===== config.mk =====
export PLATFORM = sky130hd
export DESIGN_NAME = fma_unit
export DESIGN_NICKNAME = d
export VERILOG_FILES = /design/src/fma_pkg.sv /design/src/fp_classify.sv /design/src/fp_round.sv /design/src/fma_datapath.sv /design/src/fma_unit.sv
export VERILOG_INCLUDE_DIRS = /design/src /design/src/src
export SDC_FILE = /design/constraint.sdc
export NUM_CORES = 2
export LEC_CHECK = 0
export BUFFER_PORTS_ARGS = -buffer_cell sky130_fd_sc_hd__buf_4
export CORE_MARGIN = 1
export CORE_UTILIZATION = 59
export CTS_CLUSTER_SIZE = 14
export DETAILED_ROUTE_END_ITERATION = 8
export PLACE_DENSITY = 0.73
export SLEW_MARGIN = 10
export SYNTH_ARGS = -nofsm -noshare
export SYNTH_HDL_FRONTEND = slang
export SYNTH_SLANG_ARGS = --single-unit

===== constraint.sdc =====
create_clock -name clk -period 20.7 [get_ports clk]
set_clock_uncertainty 0.05 [all_clocks]
set_input_delay 3.105 -clock clk [delete_from_list [all_inputs] [get_ports clk]]
set_output_delay 3.105 -clock clk [all_outputs]
set_load 0.02 [all_outputs]

===== src/fma_cfg.svh =====
`ifndef FMA_CFG_SVH
`define FMA_CFG_SVH

// single precision field widths
`define FMA_EXP_W 8
`define FMA_MAN_W 23

// exponent bias of the stored field
`define FMA_EXP_BIAS 127

// every NaN result uses this quiet pattern
`define FMA_QNAN 32'h7fc0_0000

// invalid, div_zero, overflow, underflow, inexact
`define FMA_FLAG_W 5

`endif


===== src/fma_pkg.sv =====
`include "fma_cfg.svh"

package fma_pkg;

  // sign, biased exponent, stored mantissa
  typedef logic [`FMA_EXP_W+`FMA_MAN_W:0] fp_word_t;

  // codes 5 to 7 round like RNE
  typedef enum logic [2:0] {
    RNE = 3'd0,
    RTZ = 3'd1,
    RDN = 3'd2,
    RUP = 3'd3,
    RMM = 3'd4
  } rnd_mode_e;

  // bit 0 negates c, bit 1 negates the product
  typedef enum logic [1:0] {
    MADD  = 2'd0,
    MSUB  = 2'd1,
    NMADD = 2'd2,
    NMSUB = 2'd3
  } fma_op_e;

  typedef enum logic [2:0] {
    ZERO,
    SUB,
    NORM,
    INF,
    NAN
  } fp_class_e;

  typedef struct packed {
    logic invalid;
    logic div_zero;
    logic overflow;
    logic underflow;
    logic inexact;
  } fp_flags_t;

endpackage


===== src/fp_classify.sv =====
`timescale 1ns/1ps
`include "fma_cfg.svh"

module fp_classify (
  input  fma_pkg::fp_word_t  word,
  output logic               sign,
  output logic [9:0]         exp,
  output logic [23:0]        man,
  output fma_pkg::fp_class_e cls
);
  import fma_pkg::*;

  logic [`FMA_EXP_W-1:0] e_fld;
  logic [`FMA_MAN_W-1:0] m_fld;
  logic                  e_zero;
  logic                  e_ones;

  assign sign   = word[`FMA_EXP_W+`FMA_MAN_W];
  assign e_fld  = word[`FMA_EXP_W+`FMA_MAN_W-1:`FMA_MAN_W];
  assign m_fld  = word[`FMA_MAN_W-1:0];
  assign e_zero = (e_fld == '0);
  assign e_ones = (e_fld == '1);

  // subnormals and zero sit at the minimum exponent with no hidden bit
  assign exp = e_zero ? 10'(1 - `FMA_EXP_BIAS) : {2'b00, e_fld} - 10'(`FMA_EXP_BIAS);
  assign man = {~e_zero, m_fld};

  always_comb begin
    if (e_ones) begin
      cls = (m_fld != '0) ? NAN : INF;
    end else if (e_zero) begin
      cls = (m_fld != '0) ? SUB : ZERO;
    end else begin
      cls = NORM;
    end
  end

endmodule


===== src/fp_round.sv =====
`timescale 1ns/1ps

module fp_round (
  input  logic [23:0]        man_in,
  input  logic [9:0]         exp_in,
  input  logic               sign,
  input  logic               guard,
  input  logic               round_bit,
  input  logic               sticky,
  input  fma_pkg::rnd_mode_e rm,
  output logic [23:0]        man_out,
  output logic [9:0]         exp_out,
  output logic               inexact
);
  import fma_pkg::*;

  logic        lost;
  logic        inc;
  logic [24:0] sum;

  // any nonzero discarded bit
  assign lost = guard | round_bit | sticky;

  always_comb begin
    case (rm)
      RTZ: inc = 1'b0;
      RDN: inc = sign & lost;
      RUP: inc = ~sign & lost;
      // ties away from zero
      RMM: inc = guard;
      // ties to even, also for unused codes
      default: inc = guard & (round_bit | sticky | man_in[0]);
    endcase
  end

  assign sum = {1'b0, man_in} + {24'd0, inc};

  always_comb begin
    if (sum[24]) begin
      // carry out, mantissa is 1.000.. again one binade up
      man_out = sum[24:1];
      exp_out = exp_in + 10'd1;
    end else begin
      // a subnormal that rounds into bit 23 becomes the smallest normal
      man_out = sum[23:0];
      exp_out = exp_in;
    end
  end

  assign inexact = lost;

endmodule


===== src/fma_datapath.sv =====
`timescale 1ns/1ps
`include "fma_cfg.svh"

module fma_datapath (
  input  logic               clk,
  input  logic               rst,
  input  fma_pkg::fma_op_e   op,
  input  fma_pkg::rnd_mode_e rm,
  input  logic               a_sign,
  input  logic [9:0]         a_exp,
  input  logic [23:0]        a_man,
  input  fma_pkg::fp_class_e a_cls,
  input  logic               b_sign,
  input  logic [9:0]         b_exp,
  input  logic [23:0]        b_man,
  input  fma_pkg::fp_class_e b_cls,
  input  logic               c_sign,
  input  logic [9:0]         c_exp,
  input  logic [23:0]        c_man,
  input  fma_pkg::fp_class_e c_cls,
  input  logic [23:0]        rnd_man,
  input  logic [9:0]         rnd_exp,
  input  logic               rnd_inexact,
  output logic [23:0]        norm_man,
  output logic [9:0]         norm_exp,
  output logic               norm_sign,
  output logic               guard,
  output logic               round_bit,
  output logic               sticky,
  output fma_pkg::fp_word_t  z,
  output logic               z_stb,
  output fma_pkg::fp_flags_t flags
);
  import fma_pkg::*;

  localparam logic signed [9:0] EMIN = 10'(1 - `FMA_EXP_BIAS);
  localparam logic signed [9:0] EMAX = 10'(`FMA_EXP_BIAS);

  typedef enum logic [3:0] {
    S_SAMPLE, S_SPECIAL, S_PRENORM, S_MULT, S_ALIGN,
    S_ADD, S_NORM, S_DENORM, S_PACK, S_OUT
  } state_e;

  state_e    state;
  fma_op_e   op_r;
  rnd_mode_e rm_r;
  fp_class_e a_k, b_k, c_k;

  logic               a_s, b_s, c_s;
  logic signed [9:0]  a_e, b_e, c_e, t_e, ze;
  logic [23:0]        a_m, b_m, c_m;
  // both terms share one frame, msb at bit 49, bit 0 collects sticky
  logic [50:0]        t_m, u_m, s_r;
  logic               z_s, tiny;
  fp_word_t           z_r, pk_word;
  fp_flags_t          f_r;
  logic [`FMA_FLAG_W-1:0] pk_flags;

  logic              ps, cs;
  logic              any_nan, prod_inf, prod_zero, c_inf, c_zero, inf_x_zero;
  logic              zero_sign, ovf, to_max;
  logic [47:0]       prod;
  logic signed [9:0] d, def;
  logic [`FMA_EXP_W-1:0] c_fld;

  // right shift that folds the lost bits into bit 0
  function automatic logic [50:0] shr_st(input logic [50:0] x, input int unsigned n);
    logic [50:0] lost;
    lost = x & ((51'd1 << n) - 51'd1);
    return (x >> n) | {50'd0, |lost};
  endfunction

  // effective signs of the product and of the addend
  assign ps = a_s ^ b_s ^ op_r[1];
  assign cs = c_s ^ op_r[0];

  assign any_nan    = (a_k == NAN) || (b_k == NAN) || (c_k == NAN);
  assign prod_inf   = (a_k == INF) || (b_k == INF);
  assign prod_zero  = (a_k == ZERO) || (b_k == ZERO);
  assign inf_x_zero = prod_inf && prod_zero;
  assign c_inf      = (c_k == INF);
  assign c_zero     = (c_k == ZERO);
  assign zero_sign  = (ps & cs) | ((ps ^ cs) & (rm_r == RDN));
  assign c_fld      = c_m[23] ? c_e[7:0] + 8'(`FMA_EXP_BIAS) : '0;

  assign prod = a_m * b_m;
  assign d    = t_e - c_e;
  assign def  = EMIN - ze;

  assign norm_man  = s_r[50:27];
  assign guard     = s_r[26];
  assign round_bit = s_r[25];
  assign sticky    = |s_r[24:0];
  assign norm_exp  = ze;
  assign norm_sign = z_s;

  always_comb begin
    ovf    = $signed(rnd_exp) > EMAX;
    // modes that never round away from zero for this sign
    to_max = (rm_r == RTZ) || ((rm_r == RDN) && !z_s) || ((rm_r == RUP) && z_s);
    if (ovf && to_max) begin
      pk_word = {z_s, {(`FMA_EXP_W-1){1'b1}}, 1'b0, {`FMA_MAN_W{1'b1}}};
    end else if (ovf) begin
      pk_word = {z_s, {`FMA_EXP_W{1'b1}}, {`FMA_MAN_W{1'b0}}};
    end else begin
      pk_word = {z_s, rnd_man[23] ? rnd_exp[7:0] + 8'(`FMA_EXP_BIAS) : 8'd0,
                 rnd_man[22:0]};
    end
    pk_flags = {1'b0, 1'b0, ovf, tiny & rnd_inexact, ovf | rnd_inexact};
  end

  always_ff @(posedge clk) begin
    if (rst) begin
      state <= S_SAMPLE;
      z_stb <= 1'b0;
    end else begin
      case (state)
        S_SAMPLE: begin
          z_stb <= 1'b0;
          op_r  <= op;
          rm_r  <= rm;
          a_s   <= a_sign;
          a_e   <= a_exp;
          a_m   <= a_man;
          a_k   <= a_cls;
          b_s   <= b_sign;
          b_e   <= b_exp;
          b_m   <= b_man;
          b_k   <= b_cls;
          c_s   <= c_sign;
          c_e   <= c_exp;
          c_m   <= c_man;
          c_k   <= c_cls;
          state <= S_SPECIAL;
        end
        S_SPECIAL: begin
          state <= S_OUT;
          f_r   <= '0;
          if (any_nan || inf_x_zero || (prod_inf && c_inf && (ps != cs))) begin
            z_r         <= `FMA_QNAN;
            f_r.invalid <= 1'b1;
          end else if (prod_inf) begin
            z_r <= {ps, {`FMA_EXP_W{1'b1}}, {`FMA_MAN_W{1'b0}}};
          end else if (c_inf) begin
            z_r <= {cs, {`FMA_EXP_W{1'b1}}, {`FMA_MAN_W{1'b0}}};
          end else if (prod_zero && c_zero) begin
            z_r <= {zero_sign, 31'd0};
          end else if (prod_zero) begin
            z_r <= {cs, c_fld, c_m[22:0]};
          end else begin
            state <= S_PRENORM;
          end
        end
        S_PRENORM: begin
          // subnormal inputs move up to a leading one
          if (!a_m[23]) begin
            a_m <= a_m << 1;
            a_e <= a_e - 10'sd1;
          end
          if (!b_m[23]) begin
            b_m <= b_m << 1;
            b_e <= b_e - 10'sd1;
          end
          if (!c_m[23] && !c_zero) begin
            c_m <= c_m << 1;
            c_e <= c_e - 10'sd1;
          end
          if (a_m[23] && b_m[23] && (c_m[23] || c_zero)) begin
            state <= S_MULT;
          end
        end
        S_MULT: begin
          if (prod[47]) begin
            t_m <= {1'b0, prod, 2'b00};
            t_e <= a_e + b_e + 10'sd1;
          end else begin
            t_m <= {1'b0, prod[46:0], 3'b000};
            t_e <= a_e + b_e;
          end
          u_m   <= {1'b0, c_m, 26'd0};
          state <= S_ALIGN;
        end
        S_ALIGN: begin
          // far out of range the smaller term only survives as sticky
          if (c_zero || (d == 10'sd0)) begin
            state <= S_ADD;
          end else if (d > 10'sd50) begin
            u_m <= {50'd0, |u_m};
            c_e <= t_e;
          end else if (d >= 10'sd8) begin
            u_m <= shr_st(u_m, 8);
            c_e <= c_e + 10'sd8;
          end else if (d > 10'sd0) begin
            u_m <= shr_st(u_m, 1);
            c_e <= c_e + 10'sd1;
          end else if (d < -10'sd50) begin
            t_m <= {50'd0, |t_m};
            t_e <= c_e;
          end else if (d <= -10'sd8) begin
            t_m <= shr_st(t_m, 8);
            t_e <= t_e + 10'sd8;
          end else begin
            t_m <= shr_st(t_m, 1);
            t_e <= t_e + 10'sd1;
          end
        end
        S_ADD: begin
          // bit 50 of the sum weighs one binade above the frame msb
          ze <= t_e + 10'sd1;
          if (ps == cs) begin
            s_r <= t_m + u_m;
            z_s <= ps;
          end else if (t_m >= u_m) begin
            s_r <= t_m - u_m;
            z_s <= ps;
          end else begin
            s_r <= u_m - t_m;
            z_s <= cs;
          end
          state <= S_NORM;
        end
        S_NORM: begin
          if (s_r == '0) begin
            z_r   <= {rm_r == RDN, 31'd0};
            f_r   <= '0;
            state <= S_OUT;
          end else if (s_r[50:43] == 8'd0) begin
            s_r <= s_r << 8;
            ze  <= ze - 10'sd8;
          end else if (!s_r[50]) begin
            s_r <= s_r << 1;
            ze  <= ze - 10'sd1;
          end else begin
            tiny  <= (ze < EMIN);
            state <= S_DENORM;
          end
        end
        S_DENORM: begin
          if (def > 10'sd51) begin
            s_r <= {50'd0, |s_r};
            ze  <= EMIN;
          end else if (def >= 10'sd8) begin
            s_r <= shr_st(s_r, 8);
            ze  <= ze + 10'sd8;
          end else if (def > 10'sd0) begin
            s_r <= shr_st(s_r, 1);
            ze  <= ze + 10'sd1;
          end else begin
            state <= S_PACK;
          end
        end
        S_PACK: begin
          z_r   <= pk_word;
          f_r   <= fp_flags_t'(pk_flags);
          state <= S_OUT;
        end
        S_OUT: begin
          z     <= z_r;
          flags <= f_r;
          z_stb <= 1'b1;
          state <= S_SAMPLE;
        end
        default: state <= S_SAMPLE;
      endcase
    end
  end

endmodule


===== src/fma_unit.sv =====
`timescale 1ns/1ps

module fma_unit (
  input  logic               clk,
  input  logic               rst,
  input  fma_pkg::fp_word_t  a,
  input  fma_pkg::fp_word_t  b,
  input  fma_pkg::fp_word_t  c,
  input  fma_pkg::fma_op_e   op,
  input  fma_pkg::rnd_mode_e rm,
  output fma_pkg::fp_word_t  z,
  output logic               z_stb,
  output fma_pkg::fp_flags_t flags
);
  import fma_pkg::*;

  logic        a_sign, b_sign, c_sign;
  logic [9:0]  a_exp, b_exp, c_exp;
  logic [23:0] a_man, b_man, c_man;
  fp_class_e   a_cls, b_cls, c_cls;

  logic [23:0] norm_man, rnd_man;
  logic [9:0]  norm_exp, rnd_exp;
  logic        norm_sign, guard, round_bit, sticky, rnd_inexact;

  fp_classify u_cls_a (.word(a), .sign(a_sign), .exp(a_exp), .man(a_man), .cls(a_cls));
  fp_classify u_cls_b (.word(b), .sign(b_sign), .exp(b_exp), .man(b_man), .cls(b_cls));
  fp_classify u_cls_c (.word(c), .sign(c_sign), .exp(c_exp), .man(c_man), .cls(c_cls));

  fma_datapath u_datapath (
    .clk(clk), .rst(rst), .op(op), .rm(rm),
    .a_sign(a_sign), .a_exp(a_exp), .a_man(a_man), .a_cls(a_cls),
    .b_sign(b_sign), .b_exp(b_exp), .b_man(b_man), .b_cls(b_cls),
    .c_sign(c_sign), .c_exp(c_exp), .c_man(c_man), .c_cls(c_cls),
    .rnd_man(rnd_man), .rnd_exp(rnd_exp), .rnd_inexact(rnd_inexact),
    .norm_man(norm_man), .norm_exp(norm_exp), .norm_sign(norm_sign),
    .guard(guard), .round_bit(round_bit), .sticky(sticky),
    .z(z), .z_stb(z_stb), .flags(flags)
  );

  // rm is held stable by the environment until the strobe
  fp_round u_round (
    .man_in(norm_man), .exp_in(norm_exp), .sign(norm_sign),
    .guard(guard), .round_bit(round_bit), .sticky(sticky), .rm(rm),
    .man_out(rnd_man), .exp_out(rnd_exp), .inexact(rnd_inexact)
  );

endmodule


# ---- Word-level counts from Yosys, hierarchy flattened
# Index checks and enable logic that the tools add are counted.
# W data, S select, Z words.
dict set report word_totals {
  reg_bits 373
  input_bits 103
  out_inout_bits 38
  elab_cells 318
}
dict set report classes {
  n_addsub 25
  mul 1
  n_lt_le_gt_ge 11
  eq_ne 47
  mux 102
  bitwise 29
  reduce_logical 65
}
# op n
set op_table {}
lappend op_table {{$mux W51} 18}
lappend op_table {{$mux W10} 24}
lappend op_table {{$pmux W51 S2} 2}
lappend op_table {{$mux W32} 6}
lappend op_table {{$pmux W51 S3} 1}
lappend op_table {{$reduce_or A51 Y1} 3}
lappend op_table {{$or A50 B1 Y50} 3}
lappend op_table {{$pmux W24 S2} 3}
lappend op_table {{$or A43 B1 Y43} 3}
lappend op_table {{$sub A51 B51 Y51} 2}
lappend op_table {{$mux W24} 4}
lappend op_table {{$pmux W32 S3} 1}
lappend op_table {{$reduce_bool A23 Y1} 3}
lappend op_table {{$mux W31} 2}
lappend op_table {{$pmux W10 S2} 3}
lappend op_table {{$pmux W10 S3} 2}
lappend op_table {{$mux W4} 13}
lappend op_table {{$add A51 B51 Y51} 1}
lappend op_table {{$ge A51 B51 Y1} 1}
lappend op_table {{$logic_not A51 Y1} 1}
lappend op_table {{$mux W50} 1}
lappend op_table {{$mul A24 B24 Y48} 1}
lappend op_table {{$add A10 B2 Y10 const B} 4}
lappend op_table {{$sub A10 B2 Y10 const B} 4}
lappend op_table {{62 further kinds} 174}

# ---- Longest topological paths before layout
dict set report depth {
  depth_word 12
  mapped_depth 31
  mapped_depth_nobuf 27
}

# ---- By module
# From an unflattened synthesis, not the netlist that was laid out.
dict set report hier_totals {
  cells_unflattened 5842
  hier_area_um2 50300.7
}
# mod n_inst cells_per_inst area_each_um2 seq_area_each_um2
set modules_own_cells {}
lappend modules_own_cells {fma_datapath 1 5513 48017.3 11030.6}
lappend modules_own_cells {fp_classify 3 63 449.2 0.0}
lappend modules_own_cells {fp_round 1 140 935.9 0.0}

# ---- Worst setup path after synthesis
# Ideal clock, no wire load.
dict set report synth_path {
  kind {input port to flip-flop}
  startpoint {in rst}
  endpoint {reg u_datapath.t_e[0] (enable)}
  setup_ns 0.348
  t_arrival_ns 7.633
  required_ns 20.302
  path_slack_ns 12.669
  path_stages 2
  n_path_buf 0
  cell_sequence {nor3_1 > a21boi_0}
}
dict set report synth_via {
  elab_chain_len 2
}
# item line_no
set synth_rtl {}
lappend synth_rtl {{start, declared} fma_unit.sv:5} ;# input logic rst,
lappend synth_rtl {{$not A1 Y1 (no line)} -}
lappend synth_rtl {{$reduce_and A6 Y1 (no line)} -}
lappend synth_rtl {{end signal, assigned} fma_datapath.sv:175} ;# t_e <= a_e + b_e + 10'sd1;
lappend synth_rtl {{end signal, assigned} fma_datapath.sv:178} ;# t_e <= a_e + b_e;
lappend synth_rtl {{end signal, assigned} fma_datapath.sv:201} ;# t_e <= t_e + 10'sd8;
lappend synth_rtl {{end, declared} fma_datapath.sv:50} ;# logic signed [9:0] a_e, b_e, c_e, t_e, ze;
# No other way between the ends.
# A chain may end at the register's enable or synchronous reset.

# ---- Final worst setup path
dict set report layout_path {
  startpoint {reg u_datapath.a_m[17]}
  endpoint {reg u_datapath.t_e[6], data pin}
}
dict set report layout_via {
  elab_chain_len 3
}
# item line_no
set layout_rtl {}
lappend layout_rtl {{start, declared} fma_datapath.sv:51} ;# logic [23:0] a_m, b_m, c_m;
lappend layout_rtl {{start signal, assigned} fma_datapath.sv:124} ;# a_m <= a_man;
lappend layout_rtl {{start signal, assigned} fma_datapath.sv:157} ;# a_m <= a_m << 1;
lappend layout_rtl {{$mul A24 B24 Y48} fma_datapath.sv:86} ;# assign prod = a_m * b_m;
lappend layout_rtl {{$mux W10} fma_datapath.sv:173} ;# if (prod[47]) begin
lappend layout_rtl {{$pmux W10 S2} fma_datapath.sv:117} ;# case (state)
# No other way between the ends.

==> results.yml <==
status:
  outcome: "complete, no violations"
route:
  ant_nets: 0
  wl_per_cell_um: 23.9
  routed-via-count: 43000
  firstDrtPassIters: 6
  vias_per_cell: 6.38
  drc_errors: 0
  dr.first_iter.drc_count: 4678
  routed_wirelength_um: 161000
die:
  die_x_um: 291
  die_height_um: 291
  coreArea_um2: 82500
  io_pins: 141
  row_count: 105
  dieArea_um2: 84900
  initial_utilization_pct: 59.9
setup_path:
  cp_common_cell: "fa_1"
  arrival_ns: 9.61
  cp_slowest_cell: "edfxtp_1"
  path_delay_family: "adder cells"
  slowest_delay_ns: 1.16
  r2r_slack_ns: 11.42
  crit_chain: "nand2_1 -> fa_1 -> fa_1 -> inv_1 -> fa_1 -> fa_1 -> fa_1 -> fa_1 -> inv_1 -> fa_1 -> inv_1 -> ha_1 -> a21oi_1 -> o21ai_0 -> a311o_1 -> or3_1 -> o21ai_1 -> nor2_1 -> a311o_1 -> xnor2_4 -> buf_4 -> nand4_1 -> xnor2_1 -> a22o_1"
  critPathKind: "reg2reg"
  cp.required_ns: 21.04
  crit_path_end_kind: "register"
  crit_fanout: 63
  crit_buf_inv: 4
  startpoint_type: "register"
clock_network:
  clock_sinks: 369
  h-tree-depth: 2
  cts_buffer_depth: 3
  postCtsSetupBuffers: 0
  path_clk_slew_ns: 0.06
  ctsResizeCount: 0
  cts-root-buf: "clkbuf_16"
  cts_tree: "yes"
  clk-insertion-delay-late_ns: 0.64
  cts_buffers: 46
  hold_buffers: 0
logic_synthesis:
  synth_top_area_share_pct: 22.1
  synth_cell_types: 89
  synth_nets: 6669
  ys_async_sr_fraction_pct: 0
  netlist_area_um2: 49400
  syn_area_per_cell_um2: 8.65
  yosysWarnings: 0
  netlist_instances: 5711
  synthTopCellsByArea: "edfxtp_1 (22%), fa_1 (20%), ha_1 (9.3%)"
  synth_edf_count: 364
  ys_seq_elements: 369
  ys_seq_area_share_pct: 22.3
  synth_top_flop_cell: "edfxtp_1"
  yosys.area.top_type: "edfxtp_1"
placed_design:
  io_buffers: 139
  postPlaceCellArea_um2: 51100
  place.gp.congestion: 1.04
  dp_hpwl_um: 124000
global_route:
  antenna_found_initial: 2
  grt_pass1_wl_um: 247000
  grt_overflow: 0
  grt_max_degree: 92
  grt_pass1_vias: 42000
  grt.total_usage_pct: 37.4
timing:
  finalSetupTns_ns: 0
  relSlewSlack_pct: 16.5
  rsz0062_at_grt: "false"
  period_share_pct: 44.8
  setup_viol: 0
  whs_ns: 0.365
  hold_viol: 0
  tightestPinTransition_ns: 1.25
  clock.fmax_mhz: 108
  min_period_ns: 9.28
  final_max_slew_viol_count: 0
cells_and_area:
  fin_area_um2: 52600
  area.growth.synth_to_final_pct: 6.48
  drive_above_1_share_pct: 6.25
  final_common_cell: "inv_1"
  mostFrequentLayoutCells: "inv_1 (758), nand2_1 (703), fa_1 (487)"
  nNetsFinal: 6589
flow_run:
  cap_violations: 0
worst_hold_path:
  min_path_type: "reg2reg"
layout make-up:
cell class,count,area [um^2]
flip-flops and latches,369,11000
inverters,762,2860
multi-input cells,4250,34400
diodes,1,2.50
clock inverters,29,300
well taps,1070,1340
fillers,7129,29900
clock buffers,56,1190
repair buffers,202,1520
worst register-to-register path, cell delays in order (launching register included):
cell and delay, ns:
edfxtp_1 1.16, nand2_1 0.24, fa_1 0.58, fa_1 0.55, inv_1 0.05, fa_1 0.48, fa_1 0.52, fa_1 0.52
fa_1 0.58, inv_1 0.07, fa_1 0.53, inv_1 0.04, ha_1 0.38, a21oi_1 0.16, o21ai_0 0.12, a311o_1 0.38
or3_1 0.31, o21ai_1 0.34, nor2_1 0.08, a311o_1 0.44, xnor2_4 0.17, buf_4 0.69, nand4_1 0.22, xnor2_1 0.18
a22o_1 0.18
routing by layer:
metal  up-vias  global-route usage, %  wire length (um)
met5         -                      0                22
met1     21100                   50.9             65000
li1      19300                      -                 -
met2      2275                   58.9             72700
met4         2                   15.1              7230
met3       366                   7.18             16000
synthesized netlist by cell type, types with 50 or more instances:
| cell | n |
|---|---|
| nor2_1 | 342 |
| inv_1 | 758 |
| o21ai_0 | 248 |
| ha_1 | 368 |
| edfxtp_1 | 364 |
| xor2_1 | 68 |
| clkbuf_1 | 290 |
| xnor2_1 | 153 |
| nor4_1 | 78 |
| and2_1 | 301 |
| a21o_1 | 66 |
| a22o_1 | 52 |
| nand2_1 | 704 |
| mux2i_1 | 73 |
| fa_1 | 487 |
| a21oi_1 | 359 |
| nand3_1 | 76 |
| nor3_1 | 96 |
| nand3b_1 | 50 |
| o22ai_1 | 57 |
| nand4_1 | 63 |
kinds of logic (layout without fill, tap and decap cells):
logic type	Yosys count	after routing	share of synthesized area [%]
adders and majority gates	855	855	29.1
buffers and inverters	1092	1049	8.45
DFF	369	369	22.3
muxes	106	106	2.23
other	1	2	0.00759
and+or+nand+nor	1873	1873	18.3
AOI/OAI and AO/OA	1193	1193	15.7
xor gates and xnor gates	222	222	3.95
registers in the layout (all words and copies together) (netlist names), 24 cells and up:
name / count
u_datapath.b_m: 24
u_datapath.z: 32
u_datapath.c_m: 24
u_datapath.a_m: 24
u_datapath.z_r: 32
u_datapath.t_m: 50
u_datapath.s_r: 51
u_datapath.u_m: 50
worst paths after layout:
| path | depth (start not counted) | to | start |
|---|---|---|---|
| worst max-delay path | 24 | u_datapath.t_e[6] | u_datapath.a_m[17] |
| worst min-delay path | 0 | u_datapath.z[5] | u_datapath.z_r[5] |
| worst max register to register | 24 | u_datapath.t_e[6] | u_datapath.a_m[17] |
| worst min register to register | 0 | u_datapath.z[5] | u_datapath.z_r[5] |
metrics by stage:
step	cells	utilization, %	setup slack, ns
final	6739	63.7	11.42
after CTS	6738	63.7	11.51
after global placement	6653	61.9	11.71
after floorplan	5711	-	12.67
after detailed placement	6653	61.9	11.55
after global routing	6738	63.7	11.18
Power is not shown: default switching activity piles up to over one toggle a cycle in this logic, so the estimate is an artifact.
